$ cat src/verilog/emu_ctrl_pkg.sv
package emu_ctrl_pkg;

    typedef logic [15:0] axil_addr_t;  // byte address
    typedef logic [31:0] axil_data_t;
    typedef logic [1:0]  axil_resp_t;

    localparam axil_resp_t RESP_OKAY   = 2'd0;
    localparam axil_resp_t RESP_SLVERR = 2'd2;

    // driven by the host
    typedef struct packed {
        logic       awvalid;
        axil_addr_t awaddr;
        logic       wvalid;
        axil_data_t wdata;
        logic       bready;
        logic       arvalid;
        axil_addr_t araddr;
        logic       rready;
    } axil_req_t;

    typedef struct packed {
        logic       awready;
        logic       wready;
        logic       bvalid;
        axil_resp_t bresp;
        logic       arready;
        logic       rvalid;
        axil_data_t rdata;
        axil_resp_t rresp;
    } axil_rsp_t;

    localparam axil_addr_t REG_CTRL        = 16'h000;  // bit0 run, bit1 clear
    localparam axil_addr_t REG_STEP        = 16'h004;
    localparam axil_addr_t REG_STATUS      = 16'h008;  // bit0 busy, bit1 overflow
    localparam axil_addr_t REG_CYCLE       = 16'h00C;
    localparam axil_addr_t REG_TRACE_COUNT = 16'h010;
    localparam axil_addr_t REG_TRACE_DATA  = 16'h014;  // read pops
    localparam axil_addr_t IMEM_BASE       = 16'h400;  // one word per instruction

endpackage

$ cat src/verilog/emu_cpu_pkg.sv
package emu_cpu_pkg;

    typedef logic [15:0] cpu_data_t;
    typedef logic [2:0]  reg_addr_t;

    // op[15:12] rd[11:9] then rs[8:6] rt[5:3], or imm[7:0]
    typedef logic [15:0] instr_t;

    typedef logic [3:0]  opcode_t;

    localparam opcode_t OP_NOP = 4'd0;
    localparam opcode_t OP_LI  = 4'd1;
    localparam opcode_t OP_ADD = 4'd2;
    localparam opcode_t OP_SUB = 4'd3;
    localparam opcode_t OP_XOR = 4'd4;

    // waddr sits in the top bits so the bus word is {waddr, wdata}
    typedef struct packed {
        reg_addr_t waddr;
        cpu_data_t wdata;
    } rf_wr_t;

endpackage

$ cat src/verilog/axil_ctrl_bridge.sv
`timescale 1ns/1ps

module axil_ctrl_bridge #(
    parameter int IMEM_DEPTH  = 64,
    parameter int TRACE_DEPTH = 16
) (
    input  logic                             emu_ref,
    input  logic                             rst,
    input  emu_ctrl_pkg::axil_req_t          ctrl_req,
    output emu_ctrl_pkg::axil_rsp_t          ctrl_rsp,
    input  logic                             busy,
    input  emu_ctrl_pkg::axil_data_t         cycle,
    input  emu_cpu_pkg::instr_t              imem_rdata,
    input  logic [$clog2(TRACE_DEPTH+1)-1:0] trace_count,
    input  emu_cpu_pkg::rf_wr_t              trace_head,
    input  logic                             overflow,
    output logic                             run,
    output logic                             step_wr,
    output emu_ctrl_pkg::axil_data_t         step_count,
    output logic                             clear,
    output logic                             imem_we,
    output logic [$clog2(IMEM_DEPTH)-1:0]    imem_addr,
    output emu_cpu_pkg::instr_t              imem_wdata,
    output logic                             trace_pop
);

    import emu_ctrl_pkg::*;
    import emu_cpu_pkg::*;

    localparam int IA = $clog2(IMEM_DEPTH);

    typedef enum logic [1:0] {IDLE, WRESP, RRESP} bus_state_t;

    bus_state_t state;
    logic       aw_rdy;
    logic       ar_rdy;
    logic       bvalid;
    axil_resp_t bresp;
    logic       rvalid;
    axil_data_t rdata;
    axil_resp_t rresp;
    logic       wr_acc;
    logic       rd_acc;
    logic       idle_free;
    logic       wr_hit;
    logic       rd_hit;
    logic       rd_pop;
    axil_data_t rd_word;

    function automatic logic in_imem(axil_addr_t a);
        axil_addr_t off;
        off = a - IMEM_BASE;
        return (a >= IMEM_BASE) && (off[1:0] == 2'b00) && ((off >> 2) < IMEM_DEPTH);
    endfunction

    function automatic logic [IA-1:0] imem_index(axil_addr_t a);
        axil_addr_t off;
        off = a - IMEM_BASE;
        return off[IA+1:2];
    endfunction

    assign wr_acc    = (state == IDLE) && aw_rdy;
    assign rd_acc    = (state == IDLE) && !aw_rdy && ar_rdy;
    assign idle_free = (state == IDLE) && !aw_rdy && !ar_rdy;

    assign wr_hit = (ctrl_req.awaddr inside {REG_CTRL, REG_STEP, REG_STATUS, REG_CYCLE,
                                             REG_TRACE_COUNT, REG_TRACE_DATA})
                    || in_imem(ctrl_req.awaddr);

    // read mux, sampled on the arready cycle
    always_comb begin
        rd_word = '0;
        rd_hit  = 1'b1;
        rd_pop  = 1'b0;
        case (ctrl_req.araddr)
            REG_CTRL:        rd_word[0] = run;
            REG_STEP:        rd_word = step_count;
            REG_STATUS:      rd_word[1:0] = {overflow, busy};
            REG_CYCLE:       rd_word = cycle;
            REG_TRACE_COUNT: rd_word = axil_data_t'(trace_count);
            REG_TRACE_DATA: begin
                if (trace_count != '0) begin  // empty buffer reads 0
                    rd_word = axil_data_t'(trace_head);
                    rd_pop  = 1'b1;
                end
            end
            default: begin
                if (in_imem(ctrl_req.araddr)) begin
                    rd_word = axil_data_t'(imem_rdata);  // imem_addr already points here
                end else begin
                    rd_hit = 1'b0;
                end
            end
        endcase
    end

    always_ff @(posedge emu_ref) begin
        if (rst) begin
            state      <= IDLE;
            aw_rdy     <= 1'b0;
            ar_rdy     <= 1'b0;
            bvalid     <= 1'b0;
            rvalid     <= 1'b0;
            run        <= 1'b0;
            step_wr    <= 1'b0;
            step_count <= '0;
            clear      <= 1'b0;
            imem_we    <= 1'b0;
            trace_pop  <= 1'b0;
        end else begin
            step_wr   <= 1'b0;
            clear     <= 1'b0;
            imem_we   <= 1'b0;
            trace_pop <= 1'b0;
            case (state)
                IDLE: begin
                    if (wr_acc) begin
                        aw_rdy <= 1'b0;
                        bvalid <= 1'b1;
                        state  <= WRESP;
                        case (ctrl_req.awaddr)
                            REG_CTRL: begin
                                run   <= ctrl_req.wdata[0];
                                clear <= ctrl_req.wdata[1];
                            end
                            REG_STEP: begin
                                step_count <= ctrl_req.wdata;
                                step_wr    <= 1'b1;
                            end
                            default: imem_we <= in_imem(ctrl_req.awaddr);
                        endcase
                    end else if (rd_acc) begin
                        ar_rdy    <= 1'b0;
                        rvalid    <= 1'b1;
                        trace_pop <= rd_pop;
                        state     <= RRESP;
                    end else if (ctrl_req.awvalid && ctrl_req.wvalid) begin
                        aw_rdy <= 1'b1;  // writes win over a pending read
                    end else if (ctrl_req.arvalid) begin
                        ar_rdy <= 1'b1;
                    end
                end
                WRESP: begin
                    if (ctrl_req.bready) begin
                        bvalid <= 1'b0;
                        state  <= IDLE;
                    end
                end
                RRESP: begin
                    if (ctrl_req.rready) begin
                        rvalid <= 1'b0;
                        state  <= IDLE;
                    end
                end
                default: state <= IDLE;
            endcase
        end
    end

    always_ff @(posedge emu_ref) begin
        if (idle_free) begin
            if (ctrl_req.awvalid && ctrl_req.wvalid) begin
                imem_addr <= imem_index(ctrl_req.awaddr);
            end else if (ctrl_req.arvalid) begin
                imem_addr <= imem_index(ctrl_req.araddr);
            end
        end
        if (wr_acc) begin
            imem_wdata <= instr_t'(ctrl_req.wdata);
            bresp      <= wr_hit ? RESP_OKAY : RESP_SLVERR;
        end
        if (rd_acc) begin
            rdata <= rd_word;
            rresp <= rd_hit ? RESP_OKAY : RESP_SLVERR;
        end
    end

    always_comb begin
        ctrl_rsp.awready = aw_rdy;
        ctrl_rsp.wready  = aw_rdy;
        ctrl_rsp.bvalid  = bvalid;
        ctrl_rsp.bresp   = bresp;
        ctrl_rsp.arready = ar_rdy;
        ctrl_rsp.rvalid  = rvalid;
        ctrl_rsp.rdata   = rdata;
        ctrl_rsp.rresp   = rresp;
    end

endmodule

$ cat src/verilog/emu_clock_ctrl.sv
`timescale 1ns/1ps

module emu_clock_ctrl (
    input  logic                     emu_ref,
    input  logic                     rst,
    input  logic                     run,
    input  logic                     step_wr,
    input  emu_ctrl_pkg::axil_data_t step_count,
    input  logic                     clear,
    output logic                     cpu_en,
    output logic                     busy,
    output emu_ctrl_pkg::axil_data_t cycle
);

    import emu_ctrl_pkg::*;

    axil_data_t steps_left;  // single-step cycles still to run

    assign cpu_en = run || (steps_left != '0);

    // step_wr covers the cycle before the counter is loaded
    assign busy = cpu_en || step_wr;

    always_ff @(posedge emu_ref) begin
        if (rst) begin
            steps_left <= '0;
        end else if (step_wr) begin
            steps_left <= step_count;
        end else if (steps_left != '0) begin
            steps_left <= steps_left - 1'b1;
        end
    end

    // emulated cycle count
    always_ff @(posedge emu_ref) begin
        if (rst || clear) begin
            cycle <= '0;
        end else if (cpu_en) begin
            cycle <= cycle + 1'b1;
        end
    end

endmodule

$ cat src/verilog/emu_cpu.sv
`timescale 1ns/1ps

module emu_cpu #(
    parameter int IMEM_DEPTH = 64
) (
    input  logic                          emu_ref,
    input  logic                          rst,
    input  logic                          clear,
    input  logic                          cpu_en,
    input  logic                          imem_we,
    input  logic [$clog2(IMEM_DEPTH)-1:0] imem_addr,
    input  emu_cpu_pkg::instr_t           imem_wdata,
    output emu_cpu_pkg::instr_t           imem_rdata,
    output logic                          rf_wen,
    output emu_cpu_pkg::rf_wr_t           rf_wr
);

    import emu_cpu_pkg::*;

    localparam int IA = $clog2(IMEM_DEPTH);

    instr_t        imem [IMEM_DEPTH];
    cpu_data_t     regs [8];
    logic [IA-1:0] pc;

    instr_t        instr;
    opcode_t       op;
    reg_addr_t     rd;
    reg_addr_t     rs;
    reg_addr_t     rt;
    cpu_data_t     op_a;
    cpu_data_t     op_b;
    cpu_data_t     result;
    logic          writes;

    // host side of the instruction memory
    always_ff @(posedge emu_ref) begin
        if (imem_we) begin
            imem[imem_addr] <= imem_wdata;
        end
    end

    assign imem_rdata = imem[imem_addr];

    assign instr = imem[pc];
    assign op    = instr[15:12];
    assign rd    = instr[11:9];
    assign rs    = instr[8:6];
    assign rt    = instr[5:3];
    assign op_a  = regs[rs];
    assign op_b  = regs[rt];

    always_comb begin
        writes = 1'b1;
        case (op)
            OP_LI:   result = cpu_data_t'(instr[7:0]);  // zero-extended
            OP_ADD:  result = op_a + op_b;
            OP_SUB:  result = op_a - op_b;
            OP_XOR:  result = op_a ^ op_b;
            default: begin
                result = '0;
                writes = 1'b0;  // nop and unused opcodes
            end
        endcase
    end

    // one instruction per enabled cycle
    always_ff @(posedge emu_ref) begin
        if (rst || clear) begin
            pc     <= '0;
            regs   <= '{default: '0};
            rf_wen <= 1'b0;
        end else begin
            rf_wen <= cpu_en && writes;
            if (cpu_en) begin
                pc <= (pc == IMEM_DEPTH - 1) ? '0 : pc + 1'b1;
                if (writes) begin
                    regs[rd] <= result;
                end
            end
        end
    end

    // copy of the write for the trace, qualified by rf_wen
    always_ff @(posedge emu_ref) begin
        if (cpu_en && writes) begin
            rf_wr.waddr <= rd;
            rf_wr.wdata <= result;
        end
    end

endmodule

$ cat src/verilog/rf_trace_buf.sv
`timescale 1ns/1ps

module rf_trace_buf #(
    parameter int TRACE_DEPTH = 16
) (
    input  logic                             emu_ref,
    input  logic                             rst,
    input  logic                             clear,
    input  logic                             rf_wen,
    input  emu_cpu_pkg::rf_wr_t              rf_wr,
    input  logic                             trace_pop,
    output logic [$clog2(TRACE_DEPTH+1)-1:0] trace_count,
    output emu_cpu_pkg::rf_wr_t              trace_head,
    output logic                             overflow
);

    import emu_cpu_pkg::*;

    localparam int PW = $clog2(TRACE_DEPTH);

    rf_wr_t        mem [TRACE_DEPTH];
    logic [PW-1:0] wr_ptr;
    logic [PW-1:0] rd_ptr;
    logic          full;
    logic          push;
    logic          pop;

    function automatic logic [PW-1:0] ptr_inc(logic [PW-1:0] p);
        return (p == TRACE_DEPTH - 1) ? '0 : p + 1'b1;
    endfunction

    assign full       = (trace_count == TRACE_DEPTH);
    assign push       = rf_wen && !full;  // drop when full, keep the oldest
    assign pop        = trace_pop && (trace_count != '0);
    assign trace_head = mem[rd_ptr];

    always_ff @(posedge emu_ref) begin
        if (push) begin
            mem[wr_ptr] <= rf_wr;
        end
    end

    always_ff @(posedge emu_ref) begin
        if (rst || clear) begin
            wr_ptr      <= '0;
            rd_ptr      <= '0;
            trace_count <= '0;
            overflow    <= 1'b0;
        end else begin
            if (push) begin
                wr_ptr <= ptr_inc(wr_ptr);
            end
            if (pop) begin
                rd_ptr <= ptr_inc(rd_ptr);
            end
            if (push && !pop) begin
                trace_count <= trace_count + 1'b1;
            end else if (pop && !push) begin
                trace_count <= trace_count - 1'b1;
            end
            if (rf_wen && full) begin
                overflow <= 1'b1;  // sticky until clear
            end
        end
    end

endmodule

$ cat src/verilog/emu_system.sv
`timescale 1ns/1ps

module emu_system #(
    parameter int IMEM_DEPTH  = 64,
    parameter int TRACE_DEPTH = 16
) (
    input  logic                    emu_ref,
    input  logic                    rst,
    input  emu_ctrl_pkg::axil_req_t ctrl_req,
    output emu_ctrl_pkg::axil_rsp_t ctrl_rsp
);

    import emu_ctrl_pkg::*;
    import emu_cpu_pkg::*;

    logic                             run;
    logic                             step_wr;
    axil_data_t                       step_count;
    logic                             clear;
    logic                             cpu_en;
    logic                             busy;
    axil_data_t                       cycle;
    logic                             imem_we;
    logic [$clog2(IMEM_DEPTH)-1:0]    imem_addr;
    instr_t                           imem_wdata;
    instr_t                           imem_rdata;
    logic                             rf_wen;
    rf_wr_t                           rf_wr;
    logic                             trace_pop;
    logic [$clog2(TRACE_DEPTH+1)-1:0] trace_count;
    rf_wr_t                           trace_head;
    logic                             overflow;

    axil_ctrl_bridge #(
        .IMEM_DEPTH  (IMEM_DEPTH),
        .TRACE_DEPTH (TRACE_DEPTH)
    ) u_bridge (
        .emu_ref     (emu_ref),
        .rst         (rst),
        .ctrl_req    (ctrl_req),
        .ctrl_rsp    (ctrl_rsp),
        .busy        (busy),
        .cycle       (cycle),
        .imem_rdata  (imem_rdata),
        .trace_count (trace_count),
        .trace_head  (trace_head),
        .overflow    (overflow),
        .run         (run),
        .step_wr     (step_wr),
        .step_count  (step_count),
        .clear       (clear),
        .imem_we     (imem_we),
        .imem_addr   (imem_addr),
        .imem_wdata  (imem_wdata),
        .trace_pop   (trace_pop)
    );

    emu_clock_ctrl u_clock_ctrl (
        .emu_ref    (emu_ref),
        .rst        (rst),
        .run        (run),
        .step_wr    (step_wr),
        .step_count (step_count),
        .clear      (clear),
        .cpu_en     (cpu_en),
        .busy       (busy),
        .cycle      (cycle)
    );

    emu_cpu #(
        .IMEM_DEPTH (IMEM_DEPTH)
    ) u_cpu (
        .emu_ref    (emu_ref),
        .rst        (rst),
        .clear      (clear),
        .cpu_en     (cpu_en),
        .imem_we    (imem_we),
        .imem_addr  (imem_addr),
        .imem_wdata (imem_wdata),
        .imem_rdata (imem_rdata),
        .rf_wen     (rf_wen),
        .rf_wr      (rf_wr)
    );

    rf_trace_buf #(
        .TRACE_DEPTH (TRACE_DEPTH)
    ) u_trace (
        .emu_ref     (emu_ref),
        .rst         (rst),
        .clear       (clear),
        .rf_wen      (rf_wen),
        .rf_wr       (rf_wr),
        .trace_pop   (trace_pop),
        .trace_count (trace_count),
        .trace_head  (trace_head),
        .overflow    (overflow)
    );

endmodule

$ cat config.mk
export PLATFORM = sky130hd
export DESIGN_NAME = emu_system
export DESIGN_NICKNAME = d
export VERILOG_FILES = /design/src/verilog/emu_ctrl_pkg.sv /design/src/verilog/emu_cpu_pkg.sv /design/src/verilog/axil_ctrl_bridge.sv /design/src/verilog/emu_clock_ctrl.sv /design/src/verilog/emu_cpu.sv /design/src/verilog/rf_trace_buf.sv /design/src/verilog/emu_system.sv
export SDC_FILE = /design/constraint.sdc
export NUM_CORES = 2
export LEC_CHECK = 0
export ABC_CLOCK_PERIOD_IN_PS = 9900
export BUFFER_PORTS_ARGS = -buffer_cell sky130_fd_sc_hd__clkbuf_2
export CORE_ASPECT_RATIO = 1.5
export CORE_MARGIN = 4
export CORE_UTILIZATION = 50
export CTS_CLUSTER_DIAMETER = 80
export DETAILED_ROUTE_END_ITERATION = 12
export PLACE_DENSITY = 0.66
export SYNTH_ARGS = -nofsm -noshare
export SYNTH_HDL_FRONTEND = slang
export SYNTH_SLANG_ARGS = --single-unit
$ cat constraint.sdc
create_clock -name emu_ref -period 9.9 [get_ports emu_ref]
set_clock_uncertainty 0.05 [all_clocks]
set_input_delay 0.99 -clock emu_ref [delete_from_list [all_inputs] [get_ports emu_ref]]
set_output_delay 0.99 -clock emu_ref [all_outputs]
set_load 0.005 [all_outputs]
==> flow_metrics.env <==
export IMPL_slew_violations=0
export IMPL_cts_sinks=1675
export IMPL_placedCellCount=6391
export IMPL_synth_edf_count=1403
export IMPL_status="finished clean"
export IMPL_wl_per_cell_um=33.1
export IMPL_core_um2=152000
export IMPL_min_path_type="input pin to register"
export IMPL_setup_violations=0
export IMPL_drc=0
export IMPL_grt_pass1_wl_mm=318
export IMPL_wl_mm=221
export IMPL_fin_nets=4614
export IMPL_viasPerCell=6.63
export IMPL_ys_warn_count=0
export IMPL_async_flop_share=0
export IMPL_grt_overflow=0
export IMPL_endpoint_kind="register"
export IMPL_synth_cells=4439
export IMPL_rsz0062_at_grt="false"
export IMPL_critPathCapture="u_cpu.rf_wr[15]"
export IMPL_start_kind="register"
export IMPL_final_period_utilization=0.799
export IMPL_groute_usage_overall=0.278
export IMPL_ir_worst_vdd_v=0.000203
export IMPL_crit_type="register to register"
export IMPL_post_cts_resized=0
export IMPL_firstDrtPassIters=8
export IMPL_final_layout_size_suffix_gt1_frac=0.306
export IMPL_start_util=0.504
export IMPL_area_growth_pct=10.8
export IMPL_die_w_um=328
export IMPL_fmax_ghz=0.126
export IMPL_worstMarginPinSlew_ns=1.16
export IMPL_worstHoldStart="ctrl_req[50]"
export IMPL_seq_area_um2=47600
export IMPL_crit_arrival_ns=8.42
export IMPL_antenna_left=0
export IMPL_ios=112
export IMPL_p_per_area_nw_per_um2=250
export IMPL_htree_levels=4
export IMPL_synth_seq_cells=1675
export IMPL_ff2ff_setup_slack_ns=1.99
export IMPL_yosys_most_used_dff="edfxtp_1"
export IMPL_wl_met1_mm=75.3
export IMPL_multiInputGateArea_um2=28000
export IMPL_top_layer="met5"
export IMPL_post_cts_setup_buffer_count=0
export IMPL_leakage_uw=0.0268
export IMPL_netlist_area_um2=76700
export IMPL_ys_types=82
export IMPL_clk_latency_ns=0.82
export IMPL_yosysSeqAreaShare=0.620
export IMPL_cts_tree="yes"
export IMPL_vias=44319
export IMPL_reg2reg_to="u_cpu.rf_wr[15]"
export IMPL_final_cell_mix="1403 x edfxtp_1, 752 x mux4_2, 280 x nand2_1"
export IMPL_clk_path_buf_depth=3
export IMPL_wl_met3_mm=15.0
export IMPL_cts_buffers=155
export IMPL_syn_avg_cell_area_um2=17.3
export IMPL_first_global_vias=45444
export IMPL_gp_congestion=0.887
export IMPL_die_area_um2=160000
export IMPL_port_buffers=109
export IMPL_fill_cells=11503
export IMPL_setup_ws_ns=1.99
export IMPL_path_max_fanout=41
export IMPL_layout_commonest_cell="edfxtp_1"
export IMPL_hold_viol_final=0
export IMPL_slew_headroom=0.220
export IMPL_num_rows=175
export IMPL_path_clk_slew_ns=0.07
export IMPL_ff2ff_path_depth=25
export IMPL_final_cells=6680
export IMPL_clockRootBuffer="clkbuf_16"
export IMPL_finalSetupTns_ns=0
export IMPL_wl_met2_mm=116
export IMPL_fin_crit_ns=7.91
export IMPL_required_ns=10.41
export IMPL_die_h_um=488
export IMPL_grt_max_degree=114
export IMPL_pre_cts_ws_ns=1.97
export IMPL_post_dp_hpwl_mm=143
export IMPL_maxCapViolations=0
export IMPL_antenna_found_initial=10
export IMPL_drtIter0Drc=5034
export IMPL_postCtsHoldBufs=0
-- power breakdown --
| part | switching (uW) | internal [uW] | total, uW |
|---|---|---|---|
| combinational | 3690 | 2810 | 6500 |
| clock | 2680 | 3490 | 6170 |
| sequential | 498 | 8080 | 8580 |
-- how the worst min path moves through the flow --
| stage | endpoint | slack [ns] | cells after the start |
|---|---|---|---|
| 6_report | u_bridge.step_count[31] | 0.36 | 3 |
| 4_1_cts | u_bridge.step_count[19] | 0.31 | 3 |
| 2_1_floorplan | u_trace.overflow | 0.39 | 2 |
| 5_1_grt | u_bridge.imem_wdata[3] | 0.33 | 1 |
| 3_5_place_dp | u_bridge.step_count[0] | 0.42 | 2 |
| 3_3_place_gp | u_bridge.step_count[0] | 0.42 | 2 |
-- cell families (layout without fill, tap and decap cells) --
logic type                 count (synthesis)  count (layout)  synth area share
other                                      1               6         0.0000489
AOI/OAI and AO/OA                        450             450            0.0422
adders and majority gates                 30              30           0.00509
DFF                                     1675            1675             0.620
buffers and inverters                    354             555            0.0218
xor gates and xnor gates                  99              99            0.0113
muxes                                    957             957             0.249
and+or+nand+nor                          873             873            0.0499
-- registers in the layout, summed over array words and instances, names as in the netlist, 16 cells and up, named ones only --
name and cells:
u_bridge.imem_wdata 16, u_bridge.rdata 32, u_bridge.step_count 32, u_clock_ctrl.cycle 32, u_clock_ctrl.steps_left 32, u_cpu.imem 1024
u_cpu.regs 128, u_cpu.rf_wr 19, u_trace.mem 304
-- critical path: stages, from the launching register on --
cell     delay [ns]
dfxtp_4        0.74
buf_12         0.37
buf_4          0.44
buf_4          0.50
mux4_2         0.59
mux4_2         0.49
mux2i_1        0.27
or3_1          0.17
a21oi_1        0.06
buf_4          0.20
and2_1         0.28
mux2i_1        0.30
ha_1           0.28
nor2b_1        0.12
o21ai_0        0.23
a21oi_1        0.12
o21ai_0        0.21
a21oi_1        0.12
a41o_1         0.28
o41a_1         0.35
a21o_1         0.20
a21oi_1        0.21
o21ai_0        0.15
xor2_1         0.29
mux2i_4        0.41
nand2_1        0.08
-- layout make-up --
type,instances,area share
Timing Repair Buffer,231,0.0178
Multi-Input combinational cell,2411,0.330
Clock inverter,98,0.0129
Antenna cell,4,0.000118
Sequential cell,1675,0.560
Tap cell,2035,0.0299
Inverter,39,0.00172
Clock buffer,187,0.0480
-- synthesized netlist by cell type, types with 35 or more instances --
master       n  area (um^2)
o21ai_0     42          210
dfxtp_1    272         5450
buf_1       50          188
nand3_1     60          300
xor2_1      47          412
clkbuf_1   173          649
buf_2       49          245
a211oi_1    51          383
mux4_2     752        16900
a22oi_1     35          263
a22o_1      48          420
a21oi_1    130          651
nor2_1     339         1270
xnor2_1     52          455
edfxtp_1  1403        42100
nand2_1    280         1050
mux2i_1    127         1270
nor3_1      49          245
mux2_2      64          721
-- through the flow --
step	total power, uW	utilization	hold slack, ns	area (um^2)
floorplan	13300	-	0.388	76700
global placement	15100	0.525	0.417	79800
finish	21200	0.559	0.359	85000
global route	22100	0.559	0.329	85000
CTS	21300	0.559	0.311	85000
detailed placement	15200	0.525	0.421	79800
-- layer usage --
metal / up-vias / GRT usage
met4: 6 / 0.160
met1: 23288 / 0.323
met3: 602 / 0.0436
met5: - / 0
met2: 2112 / 0.491
li1: 18311 / -
Power figures use the tool's default switching activity.
